## src/design/perf_mon_macros.svh

```systemverilog
`ifndef PERF_MON_MACROS_SVH
`define PERF_MON_MACROS_SVH

// Counter width, also the Wishbone data width
`define PERF_CNT_W 32

// Base of the register map, word aligned
`define PERF_BASE_ADDR 32'hF003_0000

// Enable registers, byte offsets from the base
`define PERF_INSTR_EN_OFS 32'h0000_0004
`define PERF_CACHE_EN_OFS 32'h0000_0008

// Counter blocks, byte offsets from the base
`define PERF_INSTR_BLK_OFS 32'h0000_0100
`define PERF_CACHE_BLK_OFS 32'h0000_0200

// Counters per block
`define PERF_INSTR_CNT_N 8
`define PERF_CACHE_CNT_N 8

// Counter k of a block sits at block offset + k * stride
`define PERF_REG_STRIDE 4

`endif

```

## src/design/perf_mon_pkg.sv

```systemverilog
`include "perf_mon_macros.svh"

package perf_mon_pkg;

	// RV32 major opcodes seen by the instruction profiler
	typedef enum logic [6:0]
	{
		LOAD   = 7'b0000011,
		STORE  = 7'b0100011,
		OP     = 7'b0110011,
		OP_IMM = 7'b0010011,
		BRANCH = 7'b1100011,
		JAL    = 7'b1101111,
		JALR   = 7'b1100111,
		SYSTEM = 7'b1110011,
		AMO    = 7'b0101111
	} rv_opcode_e;

	typedef struct packed
	{
		logic [6:0] funct7;
		logic [4:0] rs2;
		logic [4:0] rs1;
		logic [2:0] funct3;
		logic [4:0] rd;
		rv_opcode_e opcode;
	} rv_r_type_t;

	typedef struct packed
	{
		logic [11:0] imm12;
		logic [4:0]  rs1;
		logic [2:0]  funct3;
		logic [4:0]  rd;
		rv_opcode_e  opcode;
	} rv_i_type_t;

	// Same instruction word, register view and immediate view
	typedef union packed
	{
		rv_r_type_t r;
		rv_i_type_t i;
	} rv_instr_u;

	typedef enum logic [2:0]
	{
		CNT_LW, CNT_SW, CNT_ADD, CNT_SUB, CNT_BRANCH, CNT_JUMP, CNT_SYSTEM, CNT_ATOMIC
	} instr_cnt_e;

	typedef enum logic [2:0]
	{
		IC_REQ, IC_HIT, IC_MISS, IC_FILL, DC_REQ, DC_HIT, DC_MISS, DC_FILL
	} cache_cnt_e;

	typedef logic [`PERF_CNT_W-1:0] cnt_bank_t [`PERF_INSTR_CNT_N];

endpackage

```

## src/design/instr_profiler.sv

```systemverilog
`timescale 1ns/1ns
`include "perf_mon_macros.svh"

module instr_profiler
	import perf_mon_pkg::*;
(
	input  logic      clk,
	input  logic      rst,
	input  logic      en_i,
	input  rv_instr_u instr_i,
	input  logic      instr_valid_i,
	output cnt_bank_t cnt_o
);

	// Class of the current word and whether it is counted at all
	instr_cnt_e cls_idx;
	logic       cls_hit;

	always_comb
	begin
		cls_idx = CNT_LW;
		cls_hit = 1'b0;
		case (instr_i.r.opcode)
			LOAD:
			begin
				// Only word-sized loads
				cls_idx = CNT_LW;
				cls_hit = (instr_i.i.funct3 == 3'b010);
			end
			STORE:
			begin
				cls_idx = CNT_SW;
				cls_hit = (instr_i.r.funct3 == 3'b010);
			end
			OP:
			begin
				if (instr_i.r.funct3 == 3'b000 && instr_i.r.funct7 == 7'b0000000)
				begin
					cls_idx = CNT_ADD;
					cls_hit = 1'b1;
				end
				else if (instr_i.r.funct3 == 3'b000 && instr_i.r.funct7 == 7'b0100000)
				begin
					cls_idx = CNT_SUB;
					cls_hit = 1'b1;
				end
			end
			OP_IMM:
			begin
				// ADDI, the immediate field is don't care
				cls_idx = CNT_ADD;
				cls_hit = (instr_i.i.funct3 == 3'b000);
			end
			BRANCH:
			begin
				cls_idx = CNT_BRANCH;
				cls_hit = 1'b1;
			end
			JAL, JALR:
			begin
				cls_idx = CNT_JUMP;
				cls_hit = 1'b1;
			end
			SYSTEM:
			begin
				cls_idx = CNT_SYSTEM;
				cls_hit = 1'b1;
			end
			AMO:
			begin
				cls_idx = CNT_ATOMIC;
				cls_hit = 1'b1;
			end
			default:
			begin
				cls_hit = 1'b0;
			end
		endcase
	end

	// One counter at most per cycle, wraps at full width
	always_ff @(posedge clk or posedge rst)
	begin
		if (rst)
		begin
			for (int k = 0; k < `PERF_INSTR_CNT_N; k++)
				cnt_o[k] <= '0;
		end
		else if (en_i && instr_valid_i && cls_hit)
		begin
			cnt_o[cls_idx] <= cnt_o[cls_idx] + 1'b1;
		end
	end

endmodule

```

## src/design/cache_profiler.sv

```systemverilog
`timescale 1ns/1ns
`include "perf_mon_macros.svh"

module cache_profiler
	import perf_mon_pkg::*;
(
	input  logic      clk,
	input  logic      rst,
	input  logic      en_i,
	input  logic      icache_req_i,
	input  logic      icache_miss_i,
	input  logic      icache_fill_i,
	input  logic      dcache_req_i,
	input  logic      dcache_hit_i,
	input  logic      dcache_fill_i,
	output cnt_bank_t cnt_o
);

	// One increment strobe per counter, several may fire together
	logic [`PERF_CACHE_CNT_N-1:0] inc;

	always_comb
	begin
		inc = '0;

		// Instruction cache reports misses
		inc[IC_REQ]  = icache_req_i;
		inc[IC_HIT]  = icache_req_i & ~icache_miss_i;
		inc[IC_MISS] = icache_req_i & icache_miss_i;
		inc[IC_FILL] = icache_fill_i;

		// Data cache reports hits instead
		inc[DC_REQ]  = dcache_req_i;
		inc[DC_HIT]  = dcache_req_i & dcache_hit_i;
		inc[DC_MISS] = dcache_req_i & ~dcache_hit_i;
		inc[DC_FILL] = dcache_fill_i;
	end

	// Fill counters accumulate cycles, so they measure fill latency
	always_ff @(posedge clk or posedge rst)
	begin
		if (rst)
		begin
			for (int k = 0; k < `PERF_CACHE_CNT_N; k++)
				cnt_o[k] <= '0;
		end
		else if (en_i)
		begin
			for (int k = 0; k < `PERF_CACHE_CNT_N; k++)
			begin
				if (inc[k])
					cnt_o[k] <= cnt_o[k] + 1'b1;
			end
		end
	end

endmodule

```

## src/design/perf_csr_bus.sv

```systemverilog
`timescale 1ns/1ns
`include "perf_mon_macros.svh"

module perf_csr_bus
	import perf_mon_pkg::*;
(
	input  logic                   clk,
	input  logic                   rst,
	input  logic                   wb_cyc_i,
	input  logic                   wb_stb_i,
	input  logic                   wb_we_i,
	input  logic [31:0]            wb_adr_i,
	input  logic [`PERF_CNT_W-1:0] wb_dat_i,
	input  cnt_bank_t              instr_cnt_i,
	input  cnt_bank_t              cache_cnt_i,
	output logic [`PERF_CNT_W-1:0] wb_dat_o,
	output logic                   wb_ack_o,
	output logic                   instr_en_o,
	output logic                   cache_en_o
);

	localparam logic [31:0] INSTR_EN_ADDR  = `PERF_BASE_ADDR + `PERF_INSTR_EN_OFS;
	localparam logic [31:0] CACHE_EN_ADDR  = `PERF_BASE_ADDR + `PERF_CACHE_EN_OFS;
	localparam logic [31:0] INSTR_BLK_ADDR = `PERF_BASE_ADDR + `PERF_INSTR_BLK_OFS;
	localparam logic [31:0] CACHE_BLK_ADDR = `PERF_BASE_ADDR + `PERF_CACHE_BLK_OFS;

	localparam logic [31:0] INSTR_BLK_SPAN = `PERF_INSTR_CNT_N * `PERF_REG_STRIDE;
	localparam logic [31:0] CACHE_BLK_SPAN = `PERF_CACHE_CNT_N * `PERF_REG_STRIDE;
	localparam int INSTR_IDX_W = $clog2(`PERF_INSTR_CNT_N);
	localparam int CACHE_IDX_W = $clog2(`PERF_CACHE_CNT_N);

	logic [`PERF_CNT_W-1:0] instr_en_q;
	logic [`PERF_CNT_W-1:0] cache_en_q;

	logic                   wb_req;
	logic [31:0]            instr_rel;
	logic [31:0]            cache_rel;
	logic                   instr_sel;
	logic                   cache_sel;
	logic [INSTR_IDX_W-1:0] instr_idx;
	logic [CACHE_IDX_W-1:0] cache_idx;

	assign wb_req = wb_cyc_i & wb_stb_i;

	// Block decode, address relative to each block base, word aligned only
	assign instr_rel = wb_adr_i - INSTR_BLK_ADDR;
	assign cache_rel = wb_adr_i - CACHE_BLK_ADDR;
	assign instr_sel = (instr_rel < INSTR_BLK_SPAN) && (instr_rel[1:0] == 2'b00);
	assign cache_sel = (cache_rel < CACHE_BLK_SPAN) && (cache_rel[1:0] == 2'b00);
	assign instr_idx = instr_rel[INSTR_IDX_W+1:2];
	assign cache_idx = cache_rel[CACHE_IDX_W+1:2];

	// Profilers only look at bit 0
	assign instr_en_o = instr_en_q[0];
	assign cache_en_o = cache_en_q[0];

	always_ff @(posedge clk or posedge rst)
	begin
		if (rst)
		begin
			wb_ack_o   <= 1'b0;
			instr_en_q <= '0;
			cache_en_q <= '0;
		end
		else
		begin
			// Single cycle ack, dropped for a cycle if the request stays up
			wb_ack_o <= wb_req & ~wb_ack_o;

			if (wb_req && wb_we_i)
			begin
				if (wb_adr_i == INSTR_EN_ADDR)
					instr_en_q <= wb_dat_i;
				else if (wb_adr_i == CACHE_EN_ADDR)
					cache_en_q <= wb_dat_i;
			end
		end
	end

	// Read data follows the address, zero when idle or unmapped
	always_comb
	begin
		wb_dat_o = '0;
		if (wb_req && !wb_we_i)
		begin
			if (wb_adr_i == INSTR_EN_ADDR)
				wb_dat_o = instr_en_q;
			else if (wb_adr_i == CACHE_EN_ADDR)
				wb_dat_o = cache_en_q;
			else if (instr_sel)
				wb_dat_o = instr_cnt_i[instr_idx];
			else if (cache_sel)
				wb_dat_o = cache_cnt_i[cache_idx];
		end
	end

endmodule

```

## src/design/perf_monitor_top.sv

```systemverilog
`timescale 1ns/1ns
`include "perf_mon_macros.svh"

module perf_monitor_top
	import perf_mon_pkg::*;
(
	input  logic                   clk,
	input  logic                   rst,

	// Core side
	input  rv_instr_u              instr_i,
	input  logic                   instr_valid_i,
	input  logic                   icache_req_i,
	input  logic                   icache_miss_i,
	input  logic                   icache_fill_i,
	input  logic                   dcache_req_i,
	input  logic                   dcache_hit_i,
	input  logic                   dcache_fill_i,

	// Wishbone slave
	input  logic                   wb_cyc_i,
	input  logic                   wb_stb_i,
	input  logic                   wb_we_i,
	input  logic [31:0]            wb_adr_i,
	input  logic [`PERF_CNT_W-1:0] wb_dat_i,
	output logic [`PERF_CNT_W-1:0] wb_dat_o,
	output logic                   wb_ack_o
);

	logic      instr_en;
	logic      cache_en;
	cnt_bank_t instr_cnt;
	cnt_bank_t cache_cnt;

	instr_profiler u_instr_profiler
	(
		.clk           (clk),
		.rst           (rst),
		.en_i          (instr_en),
		.instr_i       (instr_i),
		.instr_valid_i (instr_valid_i),
		.cnt_o         (instr_cnt)
	);

	cache_profiler u_cache_profiler
	(
		.clk           (clk),
		.rst           (rst),
		.en_i          (cache_en),
		.icache_req_i  (icache_req_i),
		.icache_miss_i (icache_miss_i),
		.icache_fill_i (icache_fill_i),
		.dcache_req_i  (dcache_req_i),
		.dcache_hit_i  (dcache_hit_i),
		.dcache_fill_i (dcache_fill_i),
		.cnt_o         (cache_cnt)
	);

	perf_csr_bus u_perf_csr_bus
	(
		.clk         (clk),
		.rst         (rst),
		.wb_cyc_i    (wb_cyc_i),
		.wb_stb_i    (wb_stb_i),
		.wb_we_i     (wb_we_i),
		.wb_adr_i    (wb_adr_i),
		.wb_dat_i    (wb_dat_i),
		.instr_cnt_i (instr_cnt),
		.cache_cnt_i (cache_cnt),
		.wb_dat_o    (wb_dat_o),
		.wb_ack_o    (wb_ack_o),
		.instr_en_o  (instr_en),
		.cache_en_o  (cache_en)
	);

endmodule

```

## config.mk

```make
export PLATFORM = sky130hd
export DESIGN_NAME = perf_monitor_top
export DESIGN_NICKNAME = d
export VERILOG_FILES = /design/src/design/perf_mon_pkg.sv /design/src/design/instr_profiler.sv /design/src/design/cache_profiler.sv /design/src/design/perf_csr_bus.sv /design/src/design/perf_monitor_top.sv
export VERILOG_INCLUDE_DIRS = /design/src /design/src/design
export SDC_FILE = /design/constraint.sdc
export NUM_CORES = 2
export LEC_CHECK = 0
export BUFFER_PORTS_ARGS = -buffer_cell sky130_fd_sc_hd__buf_2
export CAP_MARGIN = 20
export CORE_UTILIZATION = 45
export CTS_CLUSTER_DIAMETER = 200
export DETAILED_ROUTE_END_ITERATION = 12
export SLEW_MARGIN = 15
export SYNTH_ARGS = -nofsm -noshare
export SYNTH_HDL_FRONTEND = slang
export SYNTH_HIERARCHICAL = 1
export SYNTH_SLANG_ARGS = --single-unit
```

## constraint.sdc

```tcl
create_clock -name clk -period 9 [get_ports clk]
set_input_delay 1.8 -clock clk [delete_from_list [all_inputs] [get_ports clk]]
set_output_delay 1.8 -clock clk [all_outputs]
set_load 0.01 [all_outputs]
```

; Word level (Yosys, flattened, before mapping)
; Cells that the tools add are included.
; W data, S select, Z words.
[classes]
add_sub_neg = 11
order_cmp = 6
n_eq_ne = 13
muxes = 23
bitwise = 13
n_reduce_logical = 27
[op_table]
columns = cell, n
row1 = $mux W32, 12
row2 = $add A32 B1 Y32 const B, 9
row3 = $bmux W32 S3, 3
row4 = $bwmux W256, 1
row5 = $demux W32 S3, 1
row6 = $eq A32 B32 Y1 const B, 2
row7 = $lt A32 B6 Y1 const B, 2
row8 = $sub A32 B32 Y32 const B, 2
row9 = $eq A7 B6 Y1 const B, 4
row10 = $eq A7 B7 Y1 const B, 4
row11 = $pmux W3 S7, 1
row12 = $reduce_and A2 Y1, 9
row13 = $ge A4 B4 Y1 const B, 3
row14 = $not A3 Y4, 3
row15 = $logic_and A1 B1 Y1, 9
row16 = $eq A7 B2 Y1 const B, 1
row17 = $eq A7 B5 Y1 const B, 1
row18 = $logic_not A7 Y1, 1
row19 = $and A1 B1 Y1, 6
row20 = $reduce_or A5 Y1, 1
row21 = $logic_not A2 Y1, 2
row22 = $lt A4 B1 Y1 const B, 1
row23 = $not A1 Y1, 4
row24 = $pmux W1 S4, 1
row25 = 8 further kinds, 10
[word_totals]
reg_bits = 577
in_bits = 108
wordCells = 112

; Logic depth before layout (Yosys ltp)
[logic_depth]
word_depth = 11
depth_mapped = 17
mapped_depth_nobuf = 11

; Hierarchy
; The synthesis kept the hierarchy.
[modules_own_cells]
columns = module, instances, cells_each, area_each_um2, seq_area_each_um2
row1 = instr_profiler, 1, 1331, 12251.8, 6406.1
row2 = cache_profiler, 1, 975, 11205.7, 6406.1
row3 = perf_csr_bus, 1, 763, 8615.8, 1626.6

; Worst setup path before layout
; Ideal clock, no wire load.
[synth_timing]
path_type = input port to output port
from = in wb_adr_i[15]
to = out wb_dat_o[15]
arrival_time_ps = 4213
required_time_ps = 7200
setup_slack_ps = 2987
path_stages = 9
cell_sequence = buf_2 > or4_4 > o21ai_1 > mux2_1 > o211ai_1 > clkbuf_1 > nor3_1 > a32oi_1 > a31oi_1
[synth_between]
elab_chain_cells = 8
[synth_lines]
columns = element, line_no
row1 = start: declaration, perf_monitor_top.sv:24  ; input logic [31:0] wb_adr_i,
row2 = $sub A32 B32 Y32, perf_csr_bus.sv:47  ; assign cache_rel = wb_adr_i - CACHE_BLK_ADDR;
row3 = $lt A32 B6 Y1, perf_csr_bus.sv:49  ; assign cache_sel = (cache_rel < CACHE_BLK_SPAN) && (cache_rel[1:0] == 2'b00);
row4 = $logic_and A1 B1 Y1, perf_csr_bus.sv:49
row5 = $mux W32, perf_csr_bus.sv:92  ; else if (cache_sel)
row6 = $mux W32, perf_csr_bus.sv:90  ; else if (instr_sel)
row7 = $mux W32, perf_csr_bus.sv:88  ; else if (wb_adr_i == CACHE_EN_ADDR)
row8 = $mux W32 *, perf_csr_bus.sv:86  ; if (wb_adr_i == INSTR_EN_ADDR)
row9 = $mux W32 *, perf_csr_bus.sv:84  ; if (wb_req && !wb_we_i)
row10 = end: declaration, perf_monitor_top.sv:26  ; output logic [`PERF_CNT_W-1:0] wb_dat_o,
; Mark *: on every way between the ends. The rest lies on a longest branch, timed or not.

; Worst setup path after layout
[layout_timing]
from = in wb_adr_i[9]
to = out wb_dat_o[9]
; Same word-level chain as after synthesis.

==> results.toml <==
[run_status]
status = "finished clean"

[route]
first_pass_iters = 6
via_per_inst = 6.23
wirelength_mm = 99.3
wl_met3_mm = 7.17
drc_errors = 0
vias = 25600
wire_per_inst_um = 24.1
wl_met2_mm = 44.2
ant_nets = 0
topRoutingLayerUsed = "met5"
wl_met1_mm = 44.0
drt_iter0_drc = 2352

[sta]
hold_ws_ns = 0.434
worst_pin_slew_ns = 1.13
rsz0062_at_grt = "no"
slew_headroom = 0.239
slew_viol_final = 0
clock_skew_ns = 0.0344
finalCriticalPeriod_ns = 7.44
hold_viol = 0
fmax_mhz = 134
setup_viol = 0
period_share = 0.827
timing.setup.tns_ns = 0

[grt]
grt_pass1_vias = 24900
grt_use_total = 0.274
grt_max_degree = 152
overflow = 0
grt_antenna_before_repair = 6
grt_first_pass_wirelength_mm = 151

[floorplan]
fp.dieW_um = 269
io-pin-count = 141
die_y_um = 269
dieArea_sq_um = 72300
start_util = 0.456
fp.coreArea_sq_um = 70300
row_count = 97

[placed_design]
place_area_sq_um = 33600
place_inst = 3999
dp_hpwl_mm = 68.1
place.port_buffers = 125
place.gp.congestion = 0.913

[synthesis]
synth_top_cell_by_area = "dfrtp_1"
postSynthAreaPerCell_sq_um = 10.5
yosys_warnings = 6
netlist_area_sq_um = 32100
synth_most_common_cell = "dfrtp_1"
synth-edff-count = 0
syn_nets = 3187
synth_common_cells = "dfrtp_1 (577), nand2_1 (451), o21ai_0 (281)"
ys_top_cells_by_area = "dfrtp_1 (45%), mux4_2 (9.0%), xnor2_1 (5.5%), nand2_1 (5.3%), o21ai_0 (4.4%)"
synthFlopType = "dfrtp_1"
synth_seq_cells = 577
ys_seq_area_frac = 0.450
synth_top_area_frac = 0.450
synth_cell_type_count = 96
netlist_instances = 3069
synth-async-reset-ratio = 1.00

[final_layout]
register_area_sq_um = 14400
fillers = 6178
antenna_cells = 0
drive_gt1_frac = 0.176
syn_to_final_growth_pct = 11.7
design_area_sq_um = 35800
multi_input_area_sq_um = 16800
fin_cells = 4119
final_nets = 3252

[clocking]
cts_tree = "yes"
root_buffer = "clkbuf_16"
cts_buffer_depth = 3
numCtsBuffers = 68
clk_pin_slew_ns = 0.06
cts-htree-levels = 3
holdBufCountCts = 0
worstSkewPairLatency_ns = 0.62
postCtsSetupBuffers = 0
cts_resized = 0
clock-sinks = 577

[min_path]
hold_class = "flip-flop to flip-flop"

[pwr]
total_power_uw = 5600
power_per_cell_area_nw_per_um2 = 156
vdd_drop_max_mv = 0.123
power.internal_uw = 4280
switching_power_uw = 1320
p_leak_uw = 0.0154
seqPwrFrac = 0.463
power_frac_clock = 0.484
pwr-share-comb = 0.053
p_sw_frac = 0.235

[critical_path]
startpoint_type = "input pin"
crit_fanout = 18
reg2reg_setup_slack_ns = 5.41
cp.required_ns = 7.20
worst_setup_path_end_kind = "output pin"
arrival_ns = 5.64
worstSetupPathType = "input pin to output pin"

[job]
maxCapViolCount = 0
==> cell type report <==
cell class / count / share of cell area
clock buffers: 101 / 0.0560
flip-flops and latches: 577 / 0.403
repair buffers: 186 / 0.0317
multi-input cells: 2279 / 0.469
well taps: 940 / 0.0328
clock inverters: 14 / 0.00458
inverters: 22 / 0.00272
==> kinds of logic (layout without fill, tap and decap cells) <==
kind of cell,count (synthesis),count (layout),synth area share
XOR/XNOR,283,283,0.0780
multiplexers,308,308,0.151
adder cells (fa/ha/maj),10,10,0.00390
flip-flops,577,577,0.450
buffers and inverters,213,323,0.0283
AND/OR/NAND/NOR,1098,1098,0.175
AO/OA/AOI/OAI,580,580,0.113
==> final timing paths <==
path	startpoint	endpoint	cells after the start
max	wb_adr_i[9]	wb_dat_o[9]	11
min	u_perf_csr_bus/wb_ack_o	u_perf_csr_bus/wb_ack_o	1
max reg2reg	u_instr_profiler/cnt_o[109]	u_instr_profiler/cnt_o[124]	8
min reg2reg	u_perf_csr_bus/wb_ack_o	u_perf_csr_bus/wb_ack_o	1
max in group asynchronous	rst	u_cache_profiler/cnt_o[187]	4
min in group asynchronous	rst	u_cache_profiler/cnt_o[127]	2
==> routing by layer <==
metal / global-route usage / vias up
met5: 0 / -
met2: 0.414 / 1042
met4: 0.114 / 4
met1: 0.394 / 13000
li1: - / 11400
met3: 0.0408 / 201
==> sequential cells by signal (all words and copies together), names as in the netlist <==
register                   count
u_perf_csr_bus/wb_ack_o        1
u_cache_profiler/cnt_o       256
u_instr_profiler/cnt_o       256
u_perf_csr_bus/cache_en_q     32
u_perf_csr_bus/instr_en_q     32
==> layout by cell type (no fill, tap or decap), drive strengths merged, types with 48 or more instances in the layout <==
master / synthesis / final
dfrtp: 577 / 577
nand2: 452 / 452
o21ai: 310 / 310
xnor2: 206 / 206
buf: 67 / 184
nand3: 135 / 135
mux4: 128 / 128
mux2: 123 / 123
nor2: 117 / 117
nand4: 108 / 108
clkbuf: 124 / 103
xor2: 77 / 77
nor3: 67 / 67
mux2i: 57 / 57
a21oi: 48 / 48
==> power by group through the flow <==
stage / sequential, uW / combinational, uW / clock, uW
after floorplan: 2640 / 188 / 0
after global placement: 2640 / 286 / 0
after detailed placement: 2640 / 292 / 0
after CTS: 2600 / 292 / 2760
after global routing: 2590 / 321 / 2860
final: 2600 / 296 / 2710
==> worst max-delay path, stage by stage <==
cell and delay [ns]:
buf_2 0.12, inv_1 0.07, ha_1 0.21, nor2b_1 0.49, nand3_1 0.32, a32o_1 0.30, o21ai_1 0.76, and4_1 0.82
a32oi_1 0.14, a31oi_1 0.39, buf_2 0.21
==> through the flow <==
stage	util	setup WS, ns
floorplan	-	0.158
global placement	0.478	1.72
detailed placement	0.478	1.78
CTS	0.509	1.77
global route	0.510	1.38
finish	0.510	1.56
Power figures use the tool's default switching activity.
